$ cat src/include/calc_consts.svh
`ifndef CALC_CONSTS_SVH
`define CALC_CONSTS_SVH

// keys send their PS/2 set 2 make codes.
`define SC_0     8'h45
`define SC_1     8'h16
`define SC_2     8'h1E
`define SC_3     8'h26
`define SC_4     8'h25
`define SC_5     8'h2E
`define SC_6     8'h36
`define SC_7     8'h3D
`define SC_8     8'h3E
`define SC_9     8'h46
`define SC_ADD   8'h79
`define SC_SUB   8'h7B
`define SC_MUL   8'h7C
`define SC_ENTER 8'h5A

`define DIG_MINUS 4'd11
`define DIG_BLANK 4'd15

`define SCAN_DIV 4

`endif
$ cat src/calc_pkg.sv
`default_nettype none

package calc_pkg;

    // class of a decoded key. The three operators double as the stored operation.
    typedef enum logic [2:0] {
        KEY_DIGIT,
        KEY_ADD,
        KEY_SUB,
        KEY_MUL,
        KEY_ENTER
    } key_kind_t;

    typedef struct packed {
        key_kind_t  kind;
        logic [3:0] value;  // digit 0 to 9, only meaningful for KEY_DIGIT.
    } key_event_t;

    // d3 is the leftmost display position.
    typedef struct packed {
        logic [3:0] d3;
        logic [3:0] d2;
        logic [3:0] d1;
        logic [3:0] d0;
    } disp_t;

endpackage

`default_nettype wire

$ cat src/calculator_top.sv
`default_nettype none

module calculator_top import calc_pkg::*; (
    input  logic       clk,
    input  logic       rst_n,
    input  logic       key_req,
    input  logic [7:0] key_scan,
    output logic       key_ack,
    output disp_t      disp,
    output logic [6:0] seg,
    output logic [3:0] an
);

    logic       key_valid;
    key_event_t key;

    key_decoder i_key_decoder (
        .clk       (clk),
        .rst_n     (rst_n),
        .key_req   (key_req),
        .key_scan  (key_scan),
        .key_ack   (key_ack),
        .key_valid (key_valid),
        .key       (key)
    );

    calc_fsm i_calc_fsm (
        .clk       (clk),
        .rst_n     (rst_n),
        .key_valid (key_valid),
        .key       (key),
        .disp      (disp)
    );

    seg_scanner i_seg_scanner (
        .clk   (clk),
        .rst_n (rst_n),
        .disp  (disp),
        .seg   (seg),
        .an    (an)
    );

endmodule

`default_nettype wire

$ cat src/seg_scanner.sv
`default_nettype none

`include "calc_consts.svh"

module seg_scanner import calc_pkg::*; (
    input  logic       clk,
    input  logic       rst_n,
    input  disp_t      disp,
    output logic [6:0] seg,
    output logic [3:0] an
);

    localparam int DIV_W = $clog2(`SCAN_DIV);

    logic [DIV_W-1:0] div_cnt;
    logic [1:0]       idx;
    logic [3:0]       code;

    always_ff @(posedge clk or negedge rst_n) begin
        if (!rst_n) begin
            div_cnt <= '0;
            idx     <= 2'd0;
        end else if (div_cnt == DIV_W'(`SCAN_DIV - 1)) begin
            div_cnt <= '0;
            idx     <= idx + 2'd1;  // wraps from d3 back to d0.
        end else begin
            div_cnt <= div_cnt + 1'b1;
        end
    end

    assign an = 4'b0001 << idx;

    always_comb begin
        case (idx)
            2'd0:    code = disp.d0;
            2'd1:    code = disp.d1;
            2'd2:    code = disp.d2;
            default: code = disp.d3;
        endcase
    end

    // segments are gfedcba with segment a in bit 0.
    always_comb begin
        case (code)
            4'd0:       seg = 7'h3F;
            4'd1:       seg = 7'h06;
            4'd2:       seg = 7'h5B;
            4'd3:       seg = 7'h4F;
            4'd4:       seg = 7'h66;
            4'd5:       seg = 7'h6D;
            4'd6:       seg = 7'h7D;
            4'd7:       seg = 7'h07;
            4'd8:       seg = 7'h7F;
            4'd9:       seg = 7'h6F;
            `DIG_MINUS: seg = 7'h40;
            default:    seg = 7'h00;  // blank and unused codes stay dark.
        endcase
    end

endmodule

`default_nettype wire

$ cat src/calc_fsm.sv
`default_nettype none

`include "calc_consts.svh"

module calc_fsm import calc_pkg::*; (
    input  logic       clk,
    input  logic       rst_n,
    input  logic       key_valid,
    input  key_event_t key,
    output disp_t      disp
);

    typedef enum logic [1:0] {
        ENTER_A,
        WAIT_OP,
        ENTER_B,
        SHOW
    } state_t;

    state_t             state, state_nxt;
    logic               a_typed, a_typed_nxt;
    logic               b_typed, b_typed_nxt;
    logic [6:0]         a, a_nxt;
    logic [6:0]         b, b_nxt;
    key_kind_t          op, op_nxt;
    logic signed [14:0] result, result_nxt;
    logic signed [14:0] sa, sb;
    logic signed [14:0] fmt_value;
    disp_t              fmt_digits;
    logic               disp_load;
    logic               is_digit, is_op, is_enter;

    assign is_digit = key_valid && key.kind == KEY_DIGIT;
    assign is_enter = key_valid && key.kind == KEY_ENTER;
    assign is_op    = key_valid && (key.kind == KEY_ADD || key.kind == KEY_SUB ||
                                    key.kind == KEY_MUL);

    assign sa = $signed({8'd0, a});
    assign sb = $signed({8'd0, b});

    // the same formatter renders operands while typing and the final result.
    bcd_formatter i_bcd_formatter (
        .value  (fmt_value),
        .digits (fmt_digits)
    );

    always_comb begin
        state_nxt   = state;
        a_typed_nxt = a_typed;
        b_typed_nxt = b_typed;
        a_nxt       = a;
        b_nxt       = b;
        op_nxt      = op;
        result_nxt  = result;
        fmt_value   = '0;
        disp_load   = 1'b0;
        case (state)
            ENTER_A: begin
                if (is_digit) begin
                    // a third digit pushes the oldest one out.
                    a_nxt       = a_typed ? (a % 7'd10) * 7'd10 + {3'd0, key.value}
                                          : {3'd0, key.value};
                    a_typed_nxt = 1'b1;
                    fmt_value   = $signed({8'd0, a_nxt});
                    disp_load   = 1'b1;
                end else if (is_enter && a_typed) begin
                    state_nxt = WAIT_OP;
                end
            end
            WAIT_OP: begin
                if (is_op) begin
                    op_nxt      = key.kind;
                    b_nxt       = 7'd0;
                    b_typed_nxt = 1'b0;
                    state_nxt   = ENTER_B;
                end
            end
            ENTER_B: begin
                if (is_digit) begin
                    b_nxt       = b_typed ? (b % 7'd10) * 7'd10 + {3'd0, key.value}
                                          : {3'd0, key.value};
                    b_typed_nxt = 1'b1;
                    fmt_value   = $signed({8'd0, b_nxt});
                    disp_load   = 1'b1;
                end else if (is_enter && b_typed) begin
                    case (op)
                        KEY_ADD: result_nxt = sa + sb;
                        KEY_SUB: result_nxt = sa - sb;
                        default: result_nxt = sa * sb;
                    endcase
                    fmt_value = result_nxt;
                    disp_load = 1'b1;
                    state_nxt = SHOW;
                end
            end
            SHOW: begin
                if (is_digit) begin
                    a_nxt       = {3'd0, key.value};
                    a_typed_nxt = 1'b1;
                    b_nxt       = 7'd0;
                    b_typed_nxt = 1'b0;
                    fmt_value   = $signed({11'd0, key.value});
                    disp_load   = 1'b1;
                    state_nxt   = ENTER_A;
                end else if (is_op && result >= 0 && result <= 15'sd99) begin
                    a_nxt       = result[6:0];  // the display already shows this value.
                    a_typed_nxt = 1'b1;
                    op_nxt      = key.kind;
                    b_nxt       = 7'd0;
                    b_typed_nxt = 1'b0;
                    state_nxt   = ENTER_B;
                end
            end
            default: state_nxt = ENTER_A;
        endcase
    end

    always_ff @(posedge clk or negedge rst_n) begin
        if (!rst_n) begin
            state   <= ENTER_A;
            a_typed <= 1'b0;
            b_typed <= 1'b0;
            disp    <= {4{`DIG_BLANK}};
        end else begin
            state   <= state_nxt;
            a_typed <= a_typed_nxt;
            b_typed <= b_typed_nxt;
            if (disp_load)
                disp <= fmt_digits;
        end
    end

    always_ff @(posedge clk) begin
        a      <= a_nxt;
        b      <= b_nxt;
        op     <= op_nxt;
        result <= result_nxt;
    end

endmodule

`default_nettype wire

$ cat src/key_decoder.sv
`default_nettype none

`include "calc_consts.svh"

module key_decoder import calc_pkg::*; (
    input  logic       clk,
    input  logic       rst_n,
    input  logic       key_req,
    input  logic [7:0] key_scan,
    output logic       key_ack,
    output logic       key_valid,
    output key_event_t key
);

    key_event_t dec;
    logic       known;
    logic       accept;

    assign accept = key_req && !key_ack;  // new request while the previous one is closed.

    always_comb begin
        dec   = '{kind: KEY_DIGIT, value: 4'd0};
        known = 1'b1;
        case (key_scan)
            `SC_0:     dec.value = 4'd0;
            `SC_1:     dec.value = 4'd1;
            `SC_2:     dec.value = 4'd2;
            `SC_3:     dec.value = 4'd3;
            `SC_4:     dec.value = 4'd4;
            `SC_5:     dec.value = 4'd5;
            `SC_6:     dec.value = 4'd6;
            `SC_7:     dec.value = 4'd7;
            `SC_8:     dec.value = 4'd8;
            `SC_9:     dec.value = 4'd9;
            `SC_ADD:   dec.kind  = KEY_ADD;
            `SC_SUB:   dec.kind  = KEY_SUB;
            `SC_MUL:   dec.kind  = KEY_MUL;
            `SC_ENTER: dec.kind  = KEY_ENTER;
            default:   known     = 1'b0;
        endcase
    end

    always_ff @(posedge clk or negedge rst_n) begin
        if (!rst_n) begin
            key_ack   <= 1'b0;
            key_valid <= 1'b0;
        end else begin
            key_valid <= accept && known;  // unknown codes still get their ack.
            if (accept)
                key_ack <= 1'b1;
            else if (key_ack && !key_req)
                key_ack <= 1'b0;
        end
    end

    always_ff @(posedge clk) begin
        if (accept)
            key <= dec;
    end

endmodule

`default_nettype wire

$ cat src/bcd_formatter.sv
`default_nettype none

`include "calc_consts.svh"

module bcd_formatter import calc_pkg::*; (
    input  logic signed [14:0] value,
    output disp_t              digits
);

    logic       neg;
    logic [13:0] mag;
    logic [3:0] thou, hund, tens, ones;

    assign neg = value[14];
    assign mag = neg ? 14'(-value) : value[13:0];  // at most 9801 in practice.

    assign thou = 4'(mag / 14'd1000);
    assign hund = 4'((mag / 14'd100) % 14'd10);
    assign tens = 4'((mag / 14'd10) % 14'd10);
    assign ones = 4'(mag % 14'd10);

    always_comb begin
        digits = '{d3: thou, d2: hund, d1: tens, d0: ones};
        if (mag < 14'd1000)
            digits.d3 = `DIG_BLANK;
        if (mag < 14'd100)
            digits.d2 = `DIG_BLANK;
        if (mag < 14'd10)
            digits.d1 = `DIG_BLANK;

        // the sign goes just left of the leading digit.
        // Negative results never reach 100, so d3 is only a fallback.
        if (neg) begin
            if (mag < 14'd10)
                digits.d1 = `DIG_MINUS;
            else if (mag < 14'd100)
                digits.d2 = `DIG_MINUS;
            else
                digits.d3 = `DIG_MINUS;
        end
    end

endmodule

`default_nettype wire

$ cat config.mk
export PLATFORM = sky130hd
export DESIGN_NAME = calculator_top
export DESIGN_NICKNAME = d
export VERILOG_FILES = /design/src/calc_pkg.sv /design/src/calculator_top.sv /design/src/seg_scanner.sv /design/src/calc_fsm.sv /design/src/key_decoder.sv /design/src/bcd_formatter.sv
export VERILOG_INCLUDE_DIRS = /design/src /design/src/include
export SDC_FILE = /design/constraint.sdc
export NUM_CORES = 1
export LEC_CHECK = 0
export BUFFER_PORTS_ARGS = -buffer_cell sky130_fd_sc_hd__buf_2
export CAP_MARGIN = 25
export CORE_MARGIN = 2
export CORE_UTILIZATION = 45
export DETAILED_ROUTE_END_ITERATION = 8
export HOLD_SLACK_MARGIN = 0.02
export PLACE_DENSITY = 0.66
export SLEW_MARGIN = 20
export SYNTH_ARGS = -nofsm -noshare
export SYNTH_HDL_FRONTEND = slang
export SYNTH_HIERARCHICAL = 1
export SYNTH_SLANG_ARGS = --single-unit
$ cat constraint.sdc
create_clock -name clk -period 15.88 [get_ports clk]
set_clock_uncertainty 0.2 [all_clocks]
set_input_delay 4.764 -clock clk [delete_from_list [all_inputs] [get_ports clk]]
set_output_delay 4.764 -clock clk [all_outputs]
set_load 0.02 [all_outputs]
# Word level (Yosys, flattened, before mapping)
# Memory sizes are Yosys's and may differ from the RTL's.
# Index checks and enable logic that the tools add are counted.
# W data, S select, Z words.
[totals] n_memories=1 rom_bits=112 ff_bits=65 out_inout_bits=28
[mem_list] memory="(name not given)" words=16 word_bits=7 rd=1 rd_clocked_by_memory_dff=0 wr=0 line_no="seg_scanner.sv:44" text="case (code)"
[op_classes] addsub=7 n_shift=1 multipliers=3 n_bitwise=1 n_reduce_logical=28 n_lt_le_gt_ge=5 n_div=8 n_mux=57 eq_ne=36
[ops] operator="$mux W7" count=10
[ops] operator="$eq A8 B6 Y1 const B" count=6
[ops] operator="$eq A8 B7 Y1 const B" count=6
[ops] operator="$pmux W15 S3" count=1
[ops] operator="$mod A14 B4 Y14 const B" count=3
[ops] operator="$pmux W4 S9" count=1
[ops] operator="$mux W15" count=2
[ops] operator="$pmux W15 S2" count=1
[ops] operator="$mux W4" count=7
[ops] operator="$pmux W7 S3" count=1
[ops] operator="$eq A8 B5 Y1 const B" count=2
[ops] operator="$mux W2" count=8
[ops] operator="$ge A15 B1 Y1 const B" count=1
[ops] operator="$le A15 B8 Y1 const B" count=1
[ops] operator="$add A7 B4 Y7" count=2
[ops] operator="$div A14 B10 Y14 const B" count=1
[ops] operator="$div A14 B4 Y14 const B" count=1
[ops] operator="$div A14 B7 Y14 const B" count=1
[ops] operator="$lt A14 B10 Y1 const B" count=1
[ops] operator="$lt A14 B4 Y1 const B" count=1
[ops] operator="$lt A14 B7 Y1 const B" count=1
[ops] operator="$mod A7 B4 Y7 const B" count=2
[ops] operator="$mul A7 B3 Y6 const B" count=2
[ops] operator="$mul A7 B7 Y14" count=1
[ops] operator="other kinds (38)" count=83

# Logic depth before layout (Yosys ltp)
[logic_depth] word_depth=14 mapped_depth=54

# By module
# Netlist, hierarchy kept.
[by_module_without_submodules] mod="calc_fsm" cells_each=738 area_each_um2=6431.2 seq_area_each_um2=1481.4 instances=1
[by_module_without_submodules] mod="bcd_formatter" cells_each=680 area_each_um2=4481.8 seq_area_each_um2=0.0 instances=1
[by_module_without_submodules] mod="key_decoder" cells_each=62 area_each_um2=623.1 seq_area_each_um2=260.2 instances=1
[by_module_without_submodules] mod="seg_scanner" cells_each=56 area_each_um2=506.7 seq_area_each_um2=100.1 instances=1

# Worst setup path after synthesis
# OpenSTA, ideal clock, no wires.
[synth_timing] path_kind="register -> register" from="reg i_calc_fsm.a[4]" to="reg i_calc_fsm/disp[11] (netlist name)" setup_slack_ns=4.901 t_arrival_ns=10.697 n_path_buf=4 stages_incl_launch_ff=50 path_cell_list="edfxtp_1 -> buf_2 -> inv_1 -> ha_1 -> and2_0 -> buf_1 -> a2111oi_0 -> mux2i_1 -> o211ai_1 -> inv_1 -> ha_1 -> o221a_2 -> xnor2_1 -> ha_1 -> ha_1 -> inv_1 -> fa_1 -> nor3b_1 -> (+14 left out) -> and2_4 -> nor3_2 -> a311o_2 -> a21oi_1 -> a211o_1 -> a22oi_4 -> inv_2 -> xnor2_1 -> or4_1 -> a31oi_1 -> o311ai_1 -> and3_1 -> nor2_1 -> ha_1 -> nor2_1 -> mux2i_1 -> nand3_1 -> mux2_2"
[synth_rtl] item="start: declaration" line_no="calc_fsm.sv:23" text="logic [6:0] a, a_nxt;"
[synth_rtl] item="start signal: assignment" line_no="calc_fsm.sv:134" text="a <= a_nxt;"

==> out/qor_table.md <==
| Step | Parameter | Reported |
|---|---|---|
| cells and area | Layout Nets | 1659 |
| synth | Count of state elements after synthesis | 65 |
| die | Horiz. Die Dim | 167.6 um |
| routing | Number of DRC violations after detailed routing | 0 |
| timing | Min Clock Period, post-route | 13060 ps |
| pwr | Fraction of power consumed by sequential logic | 16.6% |
| cells and area | Total area of multi-input combinational cells | 9439 um2 |
| cells and area | Number of non-filler instances in the completed layout | 1864 |
| cells and area | FF+latch area | 1842 um2 |
| clocking | CTS H-tree lvls | 3 |
| synth | Post-synth ARST share | 40.00% |
| synth | Number of unique standard cell types used by synthesis | 128 |
| placed design | Cell count after placement | 1847 |
| synth | Area leader, netlist | ha_1 |
| pwr | Max VDD drop | 0.1564 mV |
| global route | First-pass GRT wire length | 57930 um |
| worst setup path | Data arrival time of the critical path | 13130 ps |
| timing | Period utilisation layout | 82.26% |
| placed design | Setup slack at placement | 2987 ps |
| worst setup path | Register-to-register setup slack | 2820 ps |
| die | I/O pins | 39 |
| placed design | Count of port buffers added during placement | 38 |
| synth | Cells after synthesis | 1536 |
| clocking | Number of buffers inserted during clock tree synthesis | 9 |
| synth | Count leader, synth | nand2_1 |
| clocking | Clock tree root driver cell | clkbuf_16 |
| pwr | Clock network fraction of design power | 10.7% |
| cells and area | Filler instances | 2574 |
| cells and area | Layout overhead on the synthesized area | 5.932% |
| worst setup path | Required time at the worst-slack endpoint | 15950 ps |
| pwr | Switching Power | 1.024 mW |
| status | Run status | finished clean |
| worst setup path | Worst reg2reg endpoint | i_calc_fsm/disp[11] |
| worst setup path | Number of cell instances on the worst register-to-register path | 44 |
| clocking | CTS tree | yes |
| routing | Router iterations before antenna repair | 6 |
| routing | Number of nets with antenna violations after detailed routing | 0 |
| timing | Final Hold Violating Endpoints | 0 |
| timing | Post-route worst hold slack | 229.4 ps |
| pwr | Combinational cell fraction of total power | 72.8% |
| worst setup path | Worst setup SP type | flop |
| routing | Post-Route WL | 35460 um |
| routing | Per-cell via count in the routed design | 6.467 |
| synth | Mean Syn Cell Area | 7.840 um2 |
| clocking | Quantity of hold-fixing buffers added after cts | 0 |
| pwr | Power density normalized to cell area | 157.7 nW/um2 |
| synth | Sequential element share of the synthesized area | 15.29% |
| pwr | Internal power summed over all cells | 0.9873 mW |
| timing | Final count of pins violating max slew | 0 |
| clocking | Postcts setup bufs | 0 |
| clocking | Clock slew seen by the registers of the worst setup and hold paths | 60 ps |
| global route | Maximum number of pins on one net before global-route repair | 29 |
| timing | Highest achievable clock rate | 0.07655 GHz |
| synth | Synth warn | 6 |
| worst setup path | Most frequent CP cell | ha_1 |
| synth | Number of enable flip-flop cells after synthesis | 39 |
| worst setup path | Maximum fanout along the worst path | 23 |
| routing | Iter 0 DRT Violations | 1422 |
| die | DIE AREA | 28090 um2 |
| global route | Global-route usage over all layers | 25.17% |
| worst setup path | Crit. End Element | flop |
| hold path | Origin of the worst min-delay path | i_seg_scanner/div_cnt[0] |
| synth | Main area contributors after synthesis | ha_1, edfxtp_1, fa_1, nand2_1, a21oi_1 |
| timing | RSZ-0062 raised after global routing | no |
| die | Area of the core | 26130 um2 |
| cells and area | Layout cell share with drive strength beyond 1 | 12.43% |
| pwr | Leakage component of the power | 5.283 nW |
| placed design | Routability cong. | 0.9476 |
| timing | Setup slack of the critical path after layout | 2817 ps |
| job | Max-capacitance violation count | 0 |
| global route | Number of global-route vias before repair | 11.12k |
| synth | Total standard cell area after synthesis | 12040 um2 |
| timing | Slew of the pin with the lowest slew margin | 1113 ps |
| cells and area | Share of the core filled with cells in the final layout | 48.82% |
| die | Standard-cell rows | 59 |
| hold path | Endpoint, Worst Hold | i_seg_scanner/div_cnt[0] |
| routing | Overall via count from detail_route | 12.05k |
| worst setup path | Critical setup path kind | flop to flop |
| hold path | Hold Path Cell Cnt | 1 |
| timing | Worst-case headroom to the max-slew limit | 25.12% |
| synth | Predominant post-synthesis flop cell | edfxtp_1 |
| clocking | Later-pin clock latency in the skew report | 350 ps |
| routing | Routed length per instance | 19.02 um |
| clocking | Largest buffer count on any clock path | 2 |
| worst setup path | Stage delay of the slowest cell on the critical path | 790 ps |
| hold path | HP Class | flop to flop |
| synth | Top post-synthesis cells by count | nand2_1, nor2_1, inv_1 |
| die | Overall die height | 167.6 um |
| synth | Top-area cell type share of the netlist area | 9.766% |
| timing | Final-report setup violation count | 0 |
| global route | Initial antenna violation count | 0 |
| synth | Synthesized net count | 1671 |
| worst setup path | Slowest CP cell | o311ai_2 |
| timing | Total negative setup slack | 0 ps |
| pwr | Net switching fraction of the power | 50.92% |
| clocking | Number of gates resized after CTS | 0 |
| placed design | Total half-perimeter wirelength after legalization and detailed placement | 27270 um |
| clocking | Total number of clock tree sinks | 65 |
| die | Starting utilization of the core area | 46.08% |
| cells and area | Number of antenna diodes | 0 |
| worst setup path | Worst R2R Start | i_calc_fsm/a[4] |
| global route | Overall overflow remaining after global route | 0 |
==> flip-flops by register name (all words and copies together), names as in the netlist, 2 cells and up <==
signal	count
i_key_decoder/key	7
i_seg_scanner/div_cnt	2
i_calc_fsm/state	2
i_calc_fsm/a	7
i_calc_fsm/disp	16
i_calc_fsm/b	7
i_seg_scanner/idx	2
i_calc_fsm/op	3
i_calc_fsm/result	15
==> logic make-up after synthesis <==
logic type                 Yosys count  synth area share [%]
and+or+nand+nor                    533                 22.56
AOI/OAI and AO/OA                  495                 30.39
buffers and inverters              192                 6.504
adders and majority gates          125                 14.84
xor gates and xnor gates            78                 6.036
DFF                                 65                 15.29
muxes                               48                 4.384
==> per-stage QoR <==
step / power [mW] / instance area (um2)
floorplan: 1.437 / 12040
global placement: 1.739 / 12430
detailed placement: 1.770 / 12430
CTS: 1.997 / 12750
global route: 2.213 / 12760
finish: 2.012 / 12760
==> layout by cell type, fill, tap and decap left out, drive strengths merged, types with 16 or more instances in the layout <==
cell	Yosys	routed
xnor2	55	55
a22oi	16	16
o211ai	21	21
o22ai	17	17
mux2i	26	26
buf	27	55
inv	108	111
and3	18	18
o21ai	100	100
nand4	19	19
mux2	22	22
xor2	22	22
nor3	41	41
a31oi	31	31
edfxtp	39	39
a21o	17	17
nand2	159	159
nand3	43	43
o21a	16	16
dfstp	16	16
nand2b	22	22
nor2	106	106
nor4	21	21
nor2b	16	16
fa	30	30
and2	22	22
a21oi	94	94
a211oi	22	22
o31ai	18	18
ha	94	94
==> area by class of cell <==
type                    instances  area share (%)
clock buffers                   9           1.765
clock inverters                 7          0.6865
inverters                     113           3.325
multi-input cells            1279           73.99
flip-flops and latches         65           14.44
well taps                     335           3.286
repair buffers                 56           2.511
==> worst max-delay path: cells and delay by family, from the launching register on <==
| family | cells | cell delay, ps |
|---|---|---|
| multiplexers | 3 | 550 |
| adder cells (fa/ha/maj) | 6 | 1620 |
| buffers and inverters | 3 | 430 |
| AND/OR/NAND/NOR | 10 | 2640 |
| flip-flops | 1 | 720 |
| XOR/XNOR | 5 | 1510 |
| AO/OA/AOI/OAI | 17 | 5270 |
==> layer usage <==
layer  global-route usage (%)  vias to the layer above  wire [um]
met1                    37.62                     5799      17170
li1                         -                     5736          -
met5                        0                        -          0
met3                    3.900                       51       2424
met2                    38.23                      468      15380
met4                    5.293                        0        474
==> power groups by stage <==
stage,logic [mW],clock network [mW],registers (mW)
after CTS,1.45,0.220,0.329
after global placement,1.41,0,0.331
after floorplan,1.15,0,0.291
after global routing,1.65,0.227,0.338
final,1.46,0.214,0.333
after detailed placement,1.44,0,0.333
==> worst max-delay path by stage <==
stage / endpoint / from
after floorplan: i_calc_fsm/disp[11] / i_calc_fsm/a[4]
after global placement: i_calc_fsm/disp[11] / i_calc_fsm/a[5]
after detailed placement: i_calc_fsm/disp[11] / i_calc_fsm/a[4]
after CTS: i_calc_fsm/disp[11] / i_calc_fsm/a[4]
after global routing: i_calc_fsm/disp[11] / i_calc_fsm/a[4]
final: i_calc_fsm/disp[11] / i_calc_fsm/a[4]
No activity file was read; power rests on OpenSTA's default activity.
